## src/source/wsg_consts.svh

```systemverilog
`ifndef WSG_CONSTS_SVH
`define WSG_CONSTS_SVH

// ------------------------------------------------------------
// timing and sizes
// ------------------------------------------------------------
`define WSG_SAMPLE_DIV   32      // CCLK cycles per sample tick
`define WSG_DIV_W        6       // prescaler counter width
`define WSG_BANG_LEN     128     // burst length in sample ticks
`define WSG_ENV_START    63      // initial burst envelope
`define WSG_IDLE_LEVEL   8'h80   // output midpoint
`define WSG_FREQ_W       20      // phase accumulator width

// ------------------------------------------------------------
// host register map
// ------------------------------------------------------------
`define WSG_ADDR_WAVE0     5'h05
`define WSG_ADDR_WAVE1     5'h0A
`define WSG_ADDR_WAVE2     5'h0F

`define WSG_ADDR_FREQ0_N0  5'h10
`define WSG_ADDR_FREQ0_N1  5'h11
`define WSG_ADDR_FREQ0_N2  5'h12
`define WSG_ADDR_FREQ0_N3  5'h13
`define WSG_ADDR_FREQ0_N4  5'h14
`define WSG_ADDR_VOL0      5'h15

`define WSG_ADDR_FREQ1_N0  5'h16
`define WSG_ADDR_FREQ1_N1  5'h17
`define WSG_ADDR_FREQ1_N2  5'h18
`define WSG_ADDR_FREQ1_N3  5'h19
`define WSG_ADDR_VOL1      5'h1A

`define WSG_ADDR_FREQ2_N0  5'h1B
`define WSG_ADDR_FREQ2_N1  5'h1C
`define WSG_ADDR_FREQ2_N2  5'h1D
`define WSG_ADDR_FREQ2_N3  5'h1E
`define WSG_ADDR_VOL2      5'h1F

`endif
```

## src/source/wsg_pkg.sv

```systemverilog
`include "wsg_consts.svh"

package wsgPkg;

	// ------------------------------------------------------------
	// sample types along the audio path
	// ------------------------------------------------------------
	typedef logic [3:0] waveSample_t;   // raw wave ROM entry
	typedef logic [3:0] voiceOut_t;     // sample after volume scaling
	typedef logic [7:0] sndSample_t;    // mixed output level

	// ------------------------------------------------------------
	// per-voice parameter set
	// ------------------------------------------------------------
	// frequency is the phase increment per sample tick
	// voices 1 and 2 arrive here already shifted up by four bits
	typedef struct packed {
		logic [`WSG_FREQ_W-1:0] freq;   // phase increment
		logic [3:0]             vol;    // 0 silences the voice
		logic [2:0]             wave;   // wave table select
	} voiceParams_t;

endpackage

```

## src/source/wsgSound.sv

```systemverilog
`timescale 1ns/1ps

module wsgSound import wsgPkg::*; (
	input  logic       CCLK,
	input  logic       rst,
	input  logic [4:0] addr,
	input  logic [3:0] data,
	input  logic       wr,
	input  logic       bang,
	output logic [7:0] snd
);

	logic         tick;
	voiceParams_t params0, params1, params2;
	logic [7:0]   waveAddr0, waveAddr1, waveAddr2;
	waveSample_t  waveData0, waveData1, waveData2;
	voiceOut_t    voiceOut0, voiceOut1, voiceOut2;

	// ------------------------------------------------------------
	// control
	// ------------------------------------------------------------
	wsgRegFile u_regFile (
		.CCLK(CCLK), .rst(rst),
		.addr(addr), .data(data), .wr(wr),
		.tick(tick),
		.params0(params0), .params1(params1), .params2(params2)
	);

	wsgWaveRom u_waveRom (
		.CCLK(CCLK),
		.addr0(waveAddr0), .addr1(waveAddr1), .addr2(waveAddr2),
		.data0(waveData0), .data1(waveData1), .data2(waveData2)
	);

	// ------------------------------------------------------------
	// voices and mix
	// ------------------------------------------------------------
	wsgVoice u_voice0 (
		.CCLK(CCLK), .rst(rst), .tick(tick), .params(params0),
		.waveAddr(waveAddr0), .waveData(waveData0), .out(voiceOut0)
	);

	wsgVoice u_voice1 (
		.CCLK(CCLK), .rst(rst), .tick(tick), .params(params1),
		.waveAddr(waveAddr1), .waveData(waveData1), .out(voiceOut1)
	);

	wsgVoice u_voice2 (
		.CCLK(CCLK), .rst(rst), .tick(tick), .params(params2),
		.waveAddr(waveAddr2), .waveData(waveData2), .out(voiceOut2)
	);

	wsgOutput u_output (
		.CCLK(CCLK), .rst(rst), .tick(tick), .bang(bang),
		.out0(voiceOut0), .out1(voiceOut1), .out2(voiceOut2),
		.snd(snd)
	);

endmodule

```

## src/source/wsgOutput.sv

```systemverilog
`timescale 1ns/1ps
`include "wsg_consts.svh"

module wsgOutput import wsgPkg::*; (
	input  logic       CCLK,
	input  logic       rst,
	input  logic       tick,
	input  logic       bang,
	input  voiceOut_t  out0,
	input  voiceOut_t  out1,
	input  voiceOut_t  out2,
	output sndSample_t snd
);

	localparam int cntW = $clog2(`WSG_BANG_LEN);

	logic            bangPend;       // trigger seen and waiting for a tick
	logic            bangActive;
	logic            bangStart;
	logic [14:0]     lfsr;
	logic [cntW-1:0] bangCnt;        // ticks into the burst
	logic [5:0]      env;
	logic [3:0]      tickPipe;
	sndSample_t      bangVal;
	sndSample_t      mixNext;

	assign bangStart = tick && !bangActive && (bangPend || bang);

	// ------------------------------------------------------------
	// bang burst
	// ------------------------------------------------------------
	always_ff @(posedge CCLK) begin
		if (rst) begin
			bangPend   <= 1'b0;
			bangActive <= 1'b0;
			bangCnt    <= '0;
			env        <= '0;
			lfsr       <= 15'h0001;            // any nonzero seed
		end else begin
			if (bangStart) begin
				bangPend <= 1'b0;
			end else if (bang && !bangActive) begin
				bangPend <= 1'b1;               // retrigger while playing is dropped
			end
			if (tick) begin
				lfsr <= {lfsr[13:0], lfsr[14] ^ lfsr[13]};
			end
			if (bangStart) begin
				bangActive <= 1'b1;
				bangCnt    <= '0;
				env        <= 6'(`WSG_ENV_START);
			end else if (tick && bangActive) begin
				bangCnt <= bangCnt + 1'b1;
				if (bangCnt[0] && env != '0) begin
					env <= env - 1'b1;          // decay every second tick
				end
				if (bangCnt == cntW'(`WSG_BANG_LEN - 1)) begin
					bangActive <= 1'b0;
				end
			end
		end
	end

	always_comb begin
		if (!bangActive) begin
			bangVal = `WSG_IDLE_LEVEL;
		end else if (lfsr[0]) begin
			bangVal = `WSG_IDLE_LEVEL + {2'b00, env};
		end else begin
			bangVal = `WSG_IDLE_LEVEL - {2'b00, env};
		end
	end

	// ------------------------------------------------------------
	// output mixer
	// ------------------------------------------------------------
	assign mixNext = bangVal + out0 + out1 + out2;   // peak stays below 0xFF

	always_ff @(posedge CCLK) begin
		if (rst) begin
			tickPipe <= '0;
			snd      <= `WSG_IDLE_LEVEL;
		end else begin
			tickPipe <= {tickPipe[2:0], tick};
			if (tickPipe[3]) begin
				snd <= mixNext;                 // voice outputs settled at t+3
			end
		end
	end

endmodule

```

## src/source/wsgVoice.sv

```systemverilog
`timescale 1ns/1ps
`include "wsg_consts.svh"

module wsgVoice import wsgPkg::*; (
	input  logic         CCLK,
	input  logic         rst,
	input  logic         tick,
	input  voiceParams_t params,
	output logic [7:0]   waveAddr,
	input  waveSample_t  waveData,
	output voiceOut_t    out
);

	logic [`WSG_FREQ_W-1:0] phase;
	logic [`WSG_FREQ_W-1:0] phaseNext;
	logic [2:0]             tickPipe;   // tick delayed by 1, 2 and 3 cycles
	logic [7:0]             product;

	assign phaseNext = phase + params.freq;
	assign product   = waveData * params.vol;

	// ------------------------------------------------------------
	// phase and wave address
	// ------------------------------------------------------------
	// shadow params are settled one cycle after tick
	always_ff @(posedge CCLK) begin
		if (rst) begin
			tickPipe <= '0;
			phase    <= '0;
			waveAddr <= '0;
		end else begin
			tickPipe <= {tickPipe[1:0], tick};
			if (tickPipe[0]) begin
				phase    <= phaseNext;
				waveAddr <= {params.wave, phaseNext[`WSG_FREQ_W-1 -: 5]};  // top 5 bits index
			end
		end
	end

	// ------------------------------------------------------------
	// volume scaling
	// ------------------------------------------------------------
	// ROM data for this tick arrives in the third cycle after it
	always_ff @(posedge CCLK) begin
		if (rst) begin
			out <= '0;
		end else if (tickPipe[2]) begin
			out <= product[7:4];                   // sample * vol / 16
		end
	end

endmodule

```

## src/source/wsgWaveRom.sv

```systemverilog
`timescale 1ns/1ps

module wsgWaveRom import wsgPkg::*; (
	input  logic        CCLK,
	input  logic [7:0]  addr0,
	input  logic [7:0]  addr1,
	input  logic [7:0]  addr2,
	output waveSample_t data0,
	output waveSample_t data1,
	output waveSample_t data2
);

	// ------------------------------------------------------------
	// table generation
	// ------------------------------------------------------------
	// entry {wave, index} sits at bit offset 4 * {wave, index}
	function automatic logic [4*256-1:0] buildTable();
		logic [4*256-1:0] romImage;
		logic [3:0]       value;
		romImage = '0;
		for (int w = 0; w < 8; w++) begin
			for (int i = 0; i < 32; i++) begin
				case (w % 4)
					0:       value = 4'(i / 2);                           // rising saw
					1:       value = (i < 16) ? 4'd15 : 4'd0;             // square
					2:       value = (i < 16) ? 4'(i / 2) : 4'((31 - i) / 2);
					default: value = 4'(15 - i / 2);                      // falling saw
				endcase
				if (w >= 4) begin
					value = value >> 1;                                   // half amplitude set
				end
				romImage[(w * 32 + i) * 4 +: 4] = value;
			end
		end
		return romImage;
	endfunction

	localparam logic [4*256-1:0] romBits = buildTable();

	// ------------------------------------------------------------
	// registered read ports
	// ------------------------------------------------------------
	always_ff @(posedge CCLK) begin
		data0 <= romBits[{addr0, 2'b00} +: 4];
		data1 <= romBits[{addr1, 2'b00} +: 4];
		data2 <= romBits[{addr2, 2'b00} +: 4];
	end

endmodule

```

## src/source/wsgRegFile.sv

```systemverilog
`timescale 1ns/1ps
`include "wsg_consts.svh"

module wsgRegFile import wsgPkg::*; (
	input  logic         CCLK,
	input  logic         rst,
	input  logic [4:0]   addr,
	input  logic [3:0]   data,
	input  logic         wr,
	output logic         tick,
	output voiceParams_t params0,
	output voiceParams_t params1,
	output voiceParams_t params2
);

	logic [`WSG_FREQ_W-1:0] freqHost0;         // voice 0 has the full width
	logic [15:0]            freqHost1;         // upper 16 bits only
	logic [15:0]            freqHost2;
	logic [3:0]             volHost0, volHost1, volHost2;
	logic [2:0]             waveHost0, waveHost1, waveHost2;
	logic [`WSG_DIV_W-1:0]  divCnt;
	logic                   divWrap;

	assign divWrap = (divCnt == `WSG_DIV_W'(`WSG_SAMPLE_DIV - 1));

	// ------------------------------------------------------------
	// sample prescaler and shadow copy
	// ------------------------------------------------------------
	always_ff @(posedge CCLK) begin
		if (rst) begin
			divCnt  <= '0;
			tick    <= 1'b0;
			params0 <= '0;
			params1 <= '0;
			params2 <= '0;
		end else begin
			divCnt <= divWrap ? '0 : divCnt + 1'b1;
			tick   <= divWrap;                     // one cycle per sample
			if (tick) begin
				// voices only ever see whole frequency words
				params0 <= '{freq: freqHost0, vol: volHost0, wave: waveHost0};
				params1 <= '{freq: {freqHost1, 4'b0000}, vol: volHost1, wave: waveHost1};
				params2 <= '{freq: {freqHost2, 4'b0000}, vol: volHost2, wave: waveHost2};
			end
		end
	end

	// ------------------------------------------------------------
	// host nibble writes
	// ------------------------------------------------------------
	always_ff @(posedge CCLK) begin
		if (rst) begin
			freqHost0 <= '0;
			freqHost1 <= '0;
			freqHost2 <= '0;
			volHost0  <= '0;
			volHost1  <= '0;
			volHost2  <= '0;
			waveHost0 <= '0;
			waveHost1 <= '0;
			waveHost2 <= '0;
		end else if (wr) begin
			case (addr)
				`WSG_ADDR_WAVE0:    waveHost0         <= data[2:0];
				`WSG_ADDR_WAVE1:    waveHost1         <= data[2:0];
				`WSG_ADDR_WAVE2:    waveHost2         <= data[2:0];
				`WSG_ADDR_FREQ0_N0: freqHost0[3:0]    <= data;
				`WSG_ADDR_FREQ0_N1: freqHost0[7:4]    <= data;
				`WSG_ADDR_FREQ0_N2: freqHost0[11:8]   <= data;
				`WSG_ADDR_FREQ0_N3: freqHost0[15:12]  <= data;
				`WSG_ADDR_FREQ0_N4: freqHost0[19:16]  <= data;
				`WSG_ADDR_VOL0:     volHost0          <= data;
				`WSG_ADDR_FREQ1_N0: freqHost1[3:0]    <= data;
				`WSG_ADDR_FREQ1_N1: freqHost1[7:4]    <= data;
				`WSG_ADDR_FREQ1_N2: freqHost1[11:8]   <= data;
				`WSG_ADDR_FREQ1_N3: freqHost1[15:12]  <= data;
				`WSG_ADDR_VOL1:     volHost1          <= data;
				`WSG_ADDR_FREQ2_N0: freqHost2[3:0]    <= data;
				`WSG_ADDR_FREQ2_N1: freqHost2[7:4]    <= data;
				`WSG_ADDR_FREQ2_N2: freqHost2[11:8]   <= data;
				`WSG_ADDR_FREQ2_N3: freqHost2[15:12]  <= data;
				`WSG_ADDR_VOL2:     volHost2          <= data;
				default: ;                             // unmapped addresses do nothing
			endcase
		end
	end

endmodule

```

## config.mk

```make
export PLATFORM = sky130hd
export DESIGN_NAME = wsgSound
export DESIGN_NICKNAME = d
export VERILOG_FILES = /design/src/source/wsg_pkg.sv /design/src/source/wsgSound.sv /design/src/source/wsgOutput.sv /design/src/source/wsgVoice.sv /design/src/source/wsgWaveRom.sv /design/src/source/wsgRegFile.sv
export VERILOG_INCLUDE_DIRS = /design/src /design/src/source
export SDC_FILE = /design/constraint.sdc
export NUM_CORES = 1
export LEC_CHECK = 0
export BUFFER_PORTS_ARGS = -buffer_cell sky130_fd_sc_hd__buf_2
export CAP_MARGIN = 30
export CORE_ASPECT_RATIO = 1.25
export CORE_MARGIN = 2
export CORE_UTILIZATION = 30
export CTS_BUF_LIST = sky130_fd_sc_hd__clkbuf_8 sky130_fd_sc_hd__clkbuf_16
export DETAILED_ROUTE_END_ITERATION = 10
export PLACE_DENSITY = 0.45
export RECOVER_POWER = 100
export SLEW_MARGIN = 0
export SYNTH_ARGS = -nofsm -noshare
export SYNTH_HDL_FRONTEND = slang
export SYNTH_HIERARCHICAL = 1
export SYNTH_SLANG_ARGS = --single-unit
```

## constraint.sdc

```tcl
create_clock -name CCLK -period 8.41 [get_ports CCLK]
set_input_delay 0.841 -clock CCLK [delete_from_list [all_inputs] [get_ports CCLK]]
set_output_delay 0.841 -clock CCLK [all_outputs]
set_load 0.02 [all_outputs]
```

==> results of run 1 <==
[per-stage QoR]
stage,hold slack [ns],cell area (um^2)
3_3_place_gp,0.435,16800
6_report,0.433,18200
2_1_floorplan,0.414,16300
5_1_grt,0.450,18200
3_5_place_dp,0.429,16800
4_1_cts,0.439,18200
[state kept, by name (all words and copies together) (netlist names), 15 cells and up]
register             flops
u_regFile/params2       23
u_regFile/params0       27
u_voice0/phase          15
u_regFile/freqHost2     16
u_voice1/phase          15
u_regFile/freqHost0     20
u_regFile/freqHost1     16
u_voice2/phase          15
u_regFile/params1       23
u_output/lfsr           15
[power by group through the flow]
| stage | Sequential [uW] | Combinational, uW | Clock, uW |
|---|---|---|---|
| finish | 1420 | 74.2 | 1700 |
| CTS | 1420 | 76.7 | 1770 |
| global placement | 1450 | 75.4 | 0 |
| detailed placement | 1450 | 76.5 | 0 |
| global route | 1420 | 83.6 | 1820 |
| floorplan | 1450 | 60.9 | 0 |
[critical path, stage by stage]
cell	delay, ns
clkbuf_1	3.20
buf_4	0.94
and2b_2	0.29
mux2_1	0.27
[routing by layer]
metal	global-route usage, %	vias to the layer above	part of all wire, %
met4	4.21	10	2.3
met2	22.7	114	48
met1	15.9	5530	46
met3	2.88	61	3.7
li1	-	5984	-
met5	0	-	0.19
[cells in the final DEF, fill, tap and decap left out, drive strengths merged, types with 6 or more instances in the layout]
master	count
dfxtp	297
mux2i	223
nor2	201
ha	109
nand2	102
nand2b	92
inv	80
a21oi	79
clkbuf	56
o21ai	48
xnor2	36
a21o	33
and2	29
xor2	24
nand3	23
nor2b	21
buf	21
fa	20
a211oi	16
nand4	15
nor3b	15
nor3	13
and3	12
o311ai	11
a31oi	11
o21a	9
or3	9
o21bai	8
conb	8
mux2	7
a211o	6
and4	6
clkinv	6
[area by class of cell]
class                      count  share of cell area [%]
clock buffer                  47                    5.92
clock inverter                21                    1.41
inverter                      71                    1.47
multi-input combinational   1274                    52.4
sequential                   297                    32.8
tap                          727                    5.01
timing repair buffer          30                   0.972
[worst paths after layout]
check | cells past startpoint | slack (ns) | from | to
worst max register to register | 12 | 5.02 | u_regFile/params2[6]$_SDFFE_PP0P_ | u_voice2/out[3]$_SDFFE_PP0P_
worst min register to register | 1 | 0.43 | u_voice1/tickPipe[1]$_SDFF_PP0_ | u_voice1/tickPipe[2]$_SDFF_PP0_
worst max-delay path | 4 | 3.19 | rst | u_voice2/waveAddr[4]$_SDFFE_PP0P_
worst min-delay path | 1 | 0.43 | u_voice1/tickPipe[1]$_SDFF_PP0_ | u_voice1/tickPipe[2]$_SDFF_PP0_
==> metrics.md, run 1 <==
| Metric | Value |
|---|---|
| Run status | `complete, but fails checks` |
| Violated checks | `capacitance limit, slew limit` |
| Fraction of layout cells with a size suffix above 1 | `between 7 and 8%` |
| Worst-skew pair later-pin latency | `about 0.56 ns` |
| Cell internal pwr | `2500 uW` |
| HPWL reported at the end of detailed placement | `around 24000 um` |
| Cells resized by post-CTS repair | `0` |
| Setup repair after global routing missed its margin | `no` |
| Setup Skew | `roughly 0.024 ns` |
| Post-Syn Area per Cell | `around 9.4 um^2` |
| Rows | `95` |
| Global placer's final weighted congestion | `approximately 0.77` |
| Worst Path Max Fanout | `107` |
| Power density of the placed cells | `between 150 and 200 nW/um^2` |
| Via count normalized by instance count | `approximately 4.7` |
| Kind of critical path | `primary input to flip-flop` |
| Count of buffers inserted at the top-level ports | `20` |
| Worst Max-Slew Pin Slew | `between 4 and 5 ns` |
| Hold Crit Class | `flip-flop to flip-flop` |
| Pin count of the biggest net entering global routing | `around 130` |
| Worst vdd rail ir drop | `0.134 mV` |
| Boundary Pins | `21` |
| Reported max-cap violation count | `1` |
| Seq pwr share | `44.4%` |
| Initial drt markers | `around 390` |
| Crit path required time | `8.86 ns` |
| Routed Wire Length | `roughly 36000 um` |
| Area of the die | `about 56000 um^2` |
| Leakage | `0.00761 uW` |
| Die Span X | `~210 um` |
| Critical path capture point type | `flip-flop` |
| Filler Cells Inserted | `5617` |
| Worst slack after detailed placement | `roughly 5 ns` |
| CP Launch Type | `primary input` |
| Logic gate share of total power | `under 10%` |
| Switching power share of the total | `21.8%` |
| Finish-stage setup viols | `0` |
| CTS tree | `yes` |
| Clock transition at path regs | `roughly 0.060 ns` |
| Share of the cycle needed by the critical path after routing | `around 62%` |
| Count of buffers added by post-CTS timing repair for setup | `0` |
| Wire length of the first global-routing pass | `59900 um` |
| Drt drc | `0` |
| CTS Sinks | `about 300` |
| CTS H-tree lvls | `2` |
| Root buf cell | `clkbuf_16` |
| Placeable Area | `between 50000 and 60000 um^2` |
| Fmax | `roughly 190 MHz` |
| Buffer depth of the longest clock path | `3` |
| Synthesis-to-layout area growth | `11.3%` |
| Clock share of power | `between 50% and 60%` |
| Netlist area before placement | `16300 um^2` |
| Number of buffers created by CTS | `37` |
| Post-layout total power | `3200 uW` |
| Arrival time worst endpoint | `5.66 ns` |
| Cells after synthesis | `approximately 1700` |
| Final core area utilization | `about a third` |
| Nets | `~1900` |
| Vias in the first global route | `about 12000` |
| Number of standard cells in the final layout excluding fillers | `between 2000 and 2500` |
| Total area of multi-input combinational cells | `approximately 9500 um^2` |
| Router iterations before antenna repair | `5` |
| Post-Place Cells | `approximately 2400` |
| DR WL/cell | `approximately 15 um` |
| Vertical die dimension | `~260 um` |
| Seq. cell area | `around 5900 um^2` |
| Post-route ant nets | `0` |
| Slew Viols, Final | `~110` |
| Slew margin rel. | `-211%` |
| Global Route Usage Sum | `between 10% and 20%` |
| Diodes inserted | `0` |
| Worst setup slack after layout | `between 3 and 4 ns` |
| Count of warnings emitted by yosys | `6` |
| Initial core utilization | `a little under a third` |
| Switching power summed over all nets | `696 uW` |
| Total gr overflow | `0` |
| Sum Neg Setup Slack | `0 ns` |
| Vias | `roughly 12000` |
| Shortest clock period the worst path allows after layout | `around 5.2 ns` |
| Post-cts hold buffer count | `0` |
| Hold Vio Cnt, Final | `0` |
| Initial antenna violation count | `6` |
(Power assumes the default switching activity.)
==> run 2: changes to the inputs <==
==> constraint.sdc (replaced) <==
create_clock -name CCLK -period 5.2 [get_ports CCLK]
set_input_delay 0.52 -clock CCLK [delete_from_list [all_inputs] [get_ports CCLK]]
set_output_delay 0.52 -clock CCLK [all_outputs]
set_load 0.02 [all_outputs]
==> metrics.md, run 2 (same netlist as run 1, synthesis figures left out) <==
| Metric | Value |
|---|---|
| Flip-flop count of the largest register, all copies and words added | `27` |
| CTS H-tree lvls | `2` |
| Hold Vio Cnt, Final | `0` |
| Placeable Area | `about 54000 um^2` |
| Fraction of layout cells with a size suffix above 1 | `6.79%` |
| Worst vdd rail ir drop | `0.197 mV` |
| Fmax | `approximately 280 MHz` |
| Reported max-cap violation count | `4` |
| Nets | `~1900` |
| Synthesis-to-layout area growth | `10.2%` |
| Area of the die | `approximately 56000 um^2` |
| Startpoint of the worst hold path | `bang` |
| Commonest cells after routing, fill and taps aside | `296 x dfxtp_1, 223 x mux2i_1, 201 x nor2_1` |
| Kind of critical path | `primary input to flip-flop` |
| Wire length of the first global-routing pass | `between 60000 and 70000 um` |
| Power density of the placed cells | `approximately 280 nW/um^2` |
| Critical path capture point type | `flip-flop` |
| Root buf cell | `clkbuf_16` |
| Vertical die dimension | `~260 um` |
| Crit path required time | `~5.5 ns` |
| Initial drt markers | `a little under 500` |
| Hold Crit Class | `primary input to flip-flop` |
| Leakage | `0.00752 uW` |
| Die Span X | `around 210 um` |
| Startpoint of the most critical register-to-register path | `u_regFile/params2[6]$_SDFFE_PP0P_` |
| Sum Neg Setup Slack | `0 ns` |
| Clock transition at path regs | `about 0.06 ns` |
| Register with the highest flop count | `u_regFile/params0` |
| Vias in the first global route | `between 10000 and 15000` |
| Finish-stage setup viols | `0` |
| Shortest clock period the worst path allows after layout | `approximately 3.6 ns` |
| CTS Sinks | `slightly below 300` |
| Rows | `95` |
| Post-route ant nets | `0` |
| HPWL reported at the end of detailed placement | `roughly 25000 um` |
| Commonest non-fill, non-tap cell in the layout | `dfxtp_1` |
| Count of buffers inserted at the top-level ports | `20` |
| Vias | `around 12000` |
| Initial antenna violation count | `6` |
| Number of standard cells in the final layout excluding fillers | `about 2500` |
| Global placer's final weighted congestion | `just over 0.8` |
| Pin count of the biggest net entering global routing | `about 120` |
| Via count normalized by instance count | `around 4.7` |
| CP Launch Type | `primary input` |
| Drt drc | `0` |
| Worst R2R End | `u_voice2/out[3]$_SDFFE_PP0P_` |
| Slack of the worst reg-to-reg path | `about 1.9 ns` |
| Router iterations before antenna repair | `4` |
| Arrival time worst endpoint | `3.92 ns` |
| R2R depth | `12` |
| Worst-skew pair later-pin latency | `between 0.5 and 0.6 ns` |
| Regs by FF count | `u_regFile/params0: 27 flops, u_regFile/params1: 23 flops, u_regFile/params2: 23 flops` |
| Run status | `complete, but fails checks` |
| Initial core utilization | `between 30 and 40%` |
| Worst hold path stage count | `3` |
| Number of buffers created by CTS | `36` |
| Post-Place Cells | `~2400` |
| Slew margin rel. | `-67.5%` |
| Total gr overflow | `0` |
| Routed Wire Length | `approximately 36000 um` |
| Diodes inserted | `0` |
| Global Route Usage Sum | `between 10% and 20%` |
| Setup Skew | `0.0192 ns` |
| Setup repair after global routing missed its margin | `no` |
| Buffer depth of the longest clock path | `3` |
| Count of buffers added by post-CTS timing repair for setup | `0` |
| CTS tree | `yes` |
| Post-cts hold buffer count | `0` |
| Worst Max-Slew Pin Slew | `approximately 2.5 ns` |
| Violated checks | `capacitance limit, slew limit` |
| Worst Path Max Fanout | `117` |
| Boundary Pins | `21` |
| DR WL/cell | `14.7 um` |
| Slew Viols, Final | `approximately 240` |
| Share of the cycle needed by the critical path after routing | `a little under 70%` |
| Cells resized by post-CTS repair | `0` |
| Terminating pin of the worst hold path | `u_output/bangPend$_SDFFE_PP0P_` |
run 2: power breakdown:
part | internal, uW | total, uW | switching (uW) | leakage [uW]
logic | 38.5 | 119 | 80.4 | 0.00452
registers | 2290 | 2300 | 10.8 | 0.00239
clock network | 1510 | 2530 | 1030 | 0.000606
run 2: worst max path at each step:
stage | startpoint | endpoint | cells past startpoint
2_1_floorplan | u_regFile/params2[6]$_SDFFE_PP0P_ | u_voice2/out[3]$_SDFFE_PP0P_ | 12
3_3_place_gp | u_regFile/params2[6]$_SDFFE_PP0P_ | u_voice2/out[3]$_SDFFE_PP0P_ | 12
3_5_place_dp | u_regFile/params2[6]$_SDFFE_PP0P_ | u_voice2/out[3]$_SDFFE_PP0P_ | 12
4_1_cts | u_regFile/params2[6]$_SDFFE_PP0P_ | u_voice2/out[3]$_SDFFE_PP0P_ | 12
5_1_grt | rst | u_regFile/freqHost0[6]$_SDFFE_PP0P_ | 5
6_report | rst | u_regFile/freqHost0[5]$_SDFFE_PP0P_ | 5
run 2: worst max-delay path: stages:
cell and delay [ns]:
clkbuf_8 0.38, clkbuf_2 1.68, clkbuf_1 0.92, nand2b_1 0.21
mux2i_1 0.06
run 2: layer usage:
metal | vias to the layer above | global-route usage (%) | part of all wire [%]
met4 | 10 | 4.08 | 2.5
met2 | 103 | 23.1 | 48
li1 | 5964 | - | -
met1 | 5517 | 16.0 | 46
met5 | - | 0 | 0.18
met3 | 62 | 2.77 | 3.4
run 2: area by class of cell:
cell class	count	area, um^2
clock inverters	23	210
multi-input cells	1274	9500
inverters	71	267
well taps	727	910
repair buffers	32	153
fillers	5644	35800
flip-flops and latches	297	5950
clock buffers	42	983
run 2: per-stage QoR:
stage               instance area [um^2]  power, uW  utilization, %  setup slack, ns  hold WS [ns]
floorplan                          16300       2440               -             2.07         0.414
global route                       18000       5170            33.4             1.21         0.231
detailed placement                 16900       2470            31.4             1.91         0.426
global placement                   16900       2470            31.4             1.93         0.418
CTS                                18100       5070            33.6             1.88         0.193
finish                             18000       4950            33.4             1.62         0.232
==> run 3: changes to the inputs <==
==> constraint.sdc (replaced) <==
create_clock -name CCLK -period 3.6 [get_ports CCLK]
set_input_delay 0.36 -clock CCLK [delete_from_list [all_inputs] [get_ports CCLK]]
set_output_delay 0.36 -clock CCLK [all_outputs]
set_load 0.02 [all_outputs]
==> metrics.md, run 3 (same netlist as run 1, synthesis figures left out) <==
| Metric | Value |
|---|---|
| Run status | `complete, but fails checks` |
| Violated checks | `capacitance limit, slew limit` |
| Commonest non-fill, non-tap cell in the layout | `dfxtp_1` |
| CTS tree | `yes` |
| Boundary Pins | `21` |
| Clock transition at path regs | `about 0.05 ns` |
| Buffer depth of the longest clock path | `3` |
| R2R depth | `12` |
| Count of buffers inserted at the top-level ports | `20` |
| Arrival time worst endpoint | `between 3 and 4 ns` |
| Wire length of the first global-routing pass | `between 60000 and 70000 um` |
| Via count normalized by instance count | `~4.7` |
| HPWL reported at the end of detailed placement | `25100 um` |
| Flip-flop count of the largest register, all copies and words added | `27` |
| Worst hold path stage count | `3` |
| Initial drt markers | `492` |
| CP Launch Type | `flip-flop` |
| Hold Vio Cnt, Final | `0` |
| Routed Wire Length | `around 36000 um` |
| Reported max-cap violation count | `1` |
| Regs by FF count | `u_regFile/params0: 27 flops, u_regFile/params1: 23 flops, u_regFile/params2: 23 flops` |
| Fmax | `between 300 and 400 MHz` |
| Worst Path Max Fanout | `5` |
| CTS H-tree lvls | `2` |
| Worst Max-Slew Pin Slew | `1.98 ns` |
| Shortest clock period the worst path allows after layout | `approximately 3.3 ns` |
| Post-cts hold buffer count | `0` |
| Placeable Area | `around 54000 um^2` |
| Die Span X | `~210 um` |
| Kind of critical path | `flip-flop to flip-flop` |
| Initial antenna violation count | `6` |
| Vertical die dimension | `265 um` |
| Switching power summed over all nets | `1670 uW` |
| Global placer's final weighted congestion | `~0.80` |
| Seq pwr share | `~45%` |
| Fraction of layout cells with a size suffix above 1 | `under 10%` |
| Rows | `between 90 and 100` |
| Register with the highest flop count | `u_regFile/params0` |
| Final core area utilization | `approximately a third` |
| Filler Cells Inserted | `approximately 5600` |
| Initial core utilization | `30.4%` |
| Switching power share of the total | `between 20% and 30%` |
| DR WL/cell | `between 10 and 15 um` |
| Drt drc | `0` |
| Global Route Usage Sum | `about an eighth` |
| Power density of the placed cells | `between 400 and 500 nW/um^2` |
| Vias in the first global route | `11744` |
| Crit path required time | `just over 4 ns` |
| Slew margin rel. | `-31.9%` |
| Sum Neg Setup Slack | `0 ns` |
| Commonest cells after routing, fill and taps aside | `296 x dfxtp_1, 223 x mux2i_1, 201 x nor2_1` |
| Slew Viols, Final | `between 80 and 90` |
| Total gr overflow | `0` |
| Cell internal pwr | `around 5800 uW` |
| Setup repair after global routing missed its margin | `no` |
| Pin count of the biggest net entering global routing | `87` |
| Slack of the worst reg-to-reg path | `between 0.2 and 0.3 ns` |
| Post-layout total power | `7450 uW` |
| Cells resized by post-CTS repair | `0` |
| Leakage | `~0.0076 uW` |
| Critical path capture point type | `flip-flop` |
| Post-route ant nets | `0` |
| Diodes inserted | `0` |
| Number of buffers created by CTS | `37` |
| Synthesis-to-layout area growth | `11.3%` |
| Worst vdd rail ir drop | `0.260 mV` |
| Worst setup slack after layout | `0.300 ns` |
| Nets | `around 1900` |
| Share of the cycle needed by the critical path after routing | `around nine tenths` |
| Worst-skew pair later-pin latency | `~0.56 ns` |
| Number of standard cells in the final layout excluding fillers | `2473` |
| Router iterations before antenna repair | `5` |
| Logic gate share of total power | `about 2.4%` |
| Post-Place Cells | `2406` |
| Setup Skew | `0.0214 ns` |
| Hold Crit Class | `primary input to flip-flop` |
| Finish-stage setup viols | `0` |
| Area of the die | `approximately 56000 um^2` |
| Root buf cell | `clkbuf_16` |
| Clock share of power | `between 50% and 60%` |
| Vias | `approximately 12000` |
| Count of buffers added by post-CTS timing repair for setup | `0` |
| CTS Sinks | `about 300` |
| Worst slack after detailed placement | `roughly 0.31 ns` |
-- run 3: metal layers --
layer  wire length (um)  up-vias  GRT usage (%)
li1                   -     6010              -
met2              17700       91           23.1
met4                914       10           4.29
met1              16300     5469           16.4
met5                 77        -              0
met3               1120       69           2.80
-- run 3: power by group through the flow --
stage	Combinational, uW	Sequential [uW]	Clock [uW]
CTS	187	3320	4130
floorplan	142	3380	0
finish	177	3320	3960
detailed placement	186	3390	0
global route	200	3320	4250
global placement	184	3390	0
-- run 3: worst max-delay path, stage by stage, from the launching register on --
cell and delay, ns:
dfxtp_1 0.38, nand2_1 0.09, fa_1 0.54, inv_1 0.06, fa_1 0.47, ha_1 0.29
and4_1 0.18, a21oi_1 0.22, o21bai_1 0.13, a21oi_1 0.22, nor2b_1 0.08, or4_1 0.46
o311ai_1 0.08
-- run 3: through the flow --
step,hold WS [ns],cell area [um^2]
after floorplan,0.414,16300
after global placement,0.417,16900
after detailed placement,0.420,16900
after CTS,0.0351,18200
after global routing,0.0823,18200
final,0.0722,18200
-- run 3: area by class of cell --
| cell class | count | area (um^2) | share of cell area [%] |
|---|---|---|---|
| tap | 727 | 910 | 5.01 |
| multi-input combinational | 1274 | 9490 | 52.3 |
| clock buffer | 46 | 1070 | 5.91 |
| timing repair buffer | 37 | 223 | 1.23 |
| clock inverter | 21 | 244 | 1.34 |
| inverter | 71 | 267 | 1.47 |
| sequential | 297 | 5950 | 32.8 |
-- run 3: final timing paths --
path	end	start
worst max register to register	u_voice2/out[3]$_SDFFE_PP0P_	u_regFile/params2[6]$_SDFFE_PP0P_
worst min-delay path	u_output/bangPend$_SDFFE_PP0P_	bang
worst max-delay path	u_voice2/out[3]$_SDFFE_PP0P_	u_regFile/params2[6]$_SDFFE_PP0P_
worst min register to register	u_output/tickPipe[1]$_SDFF_PP0_	u_output/tickPipe[0]$_SDFF_PP0_
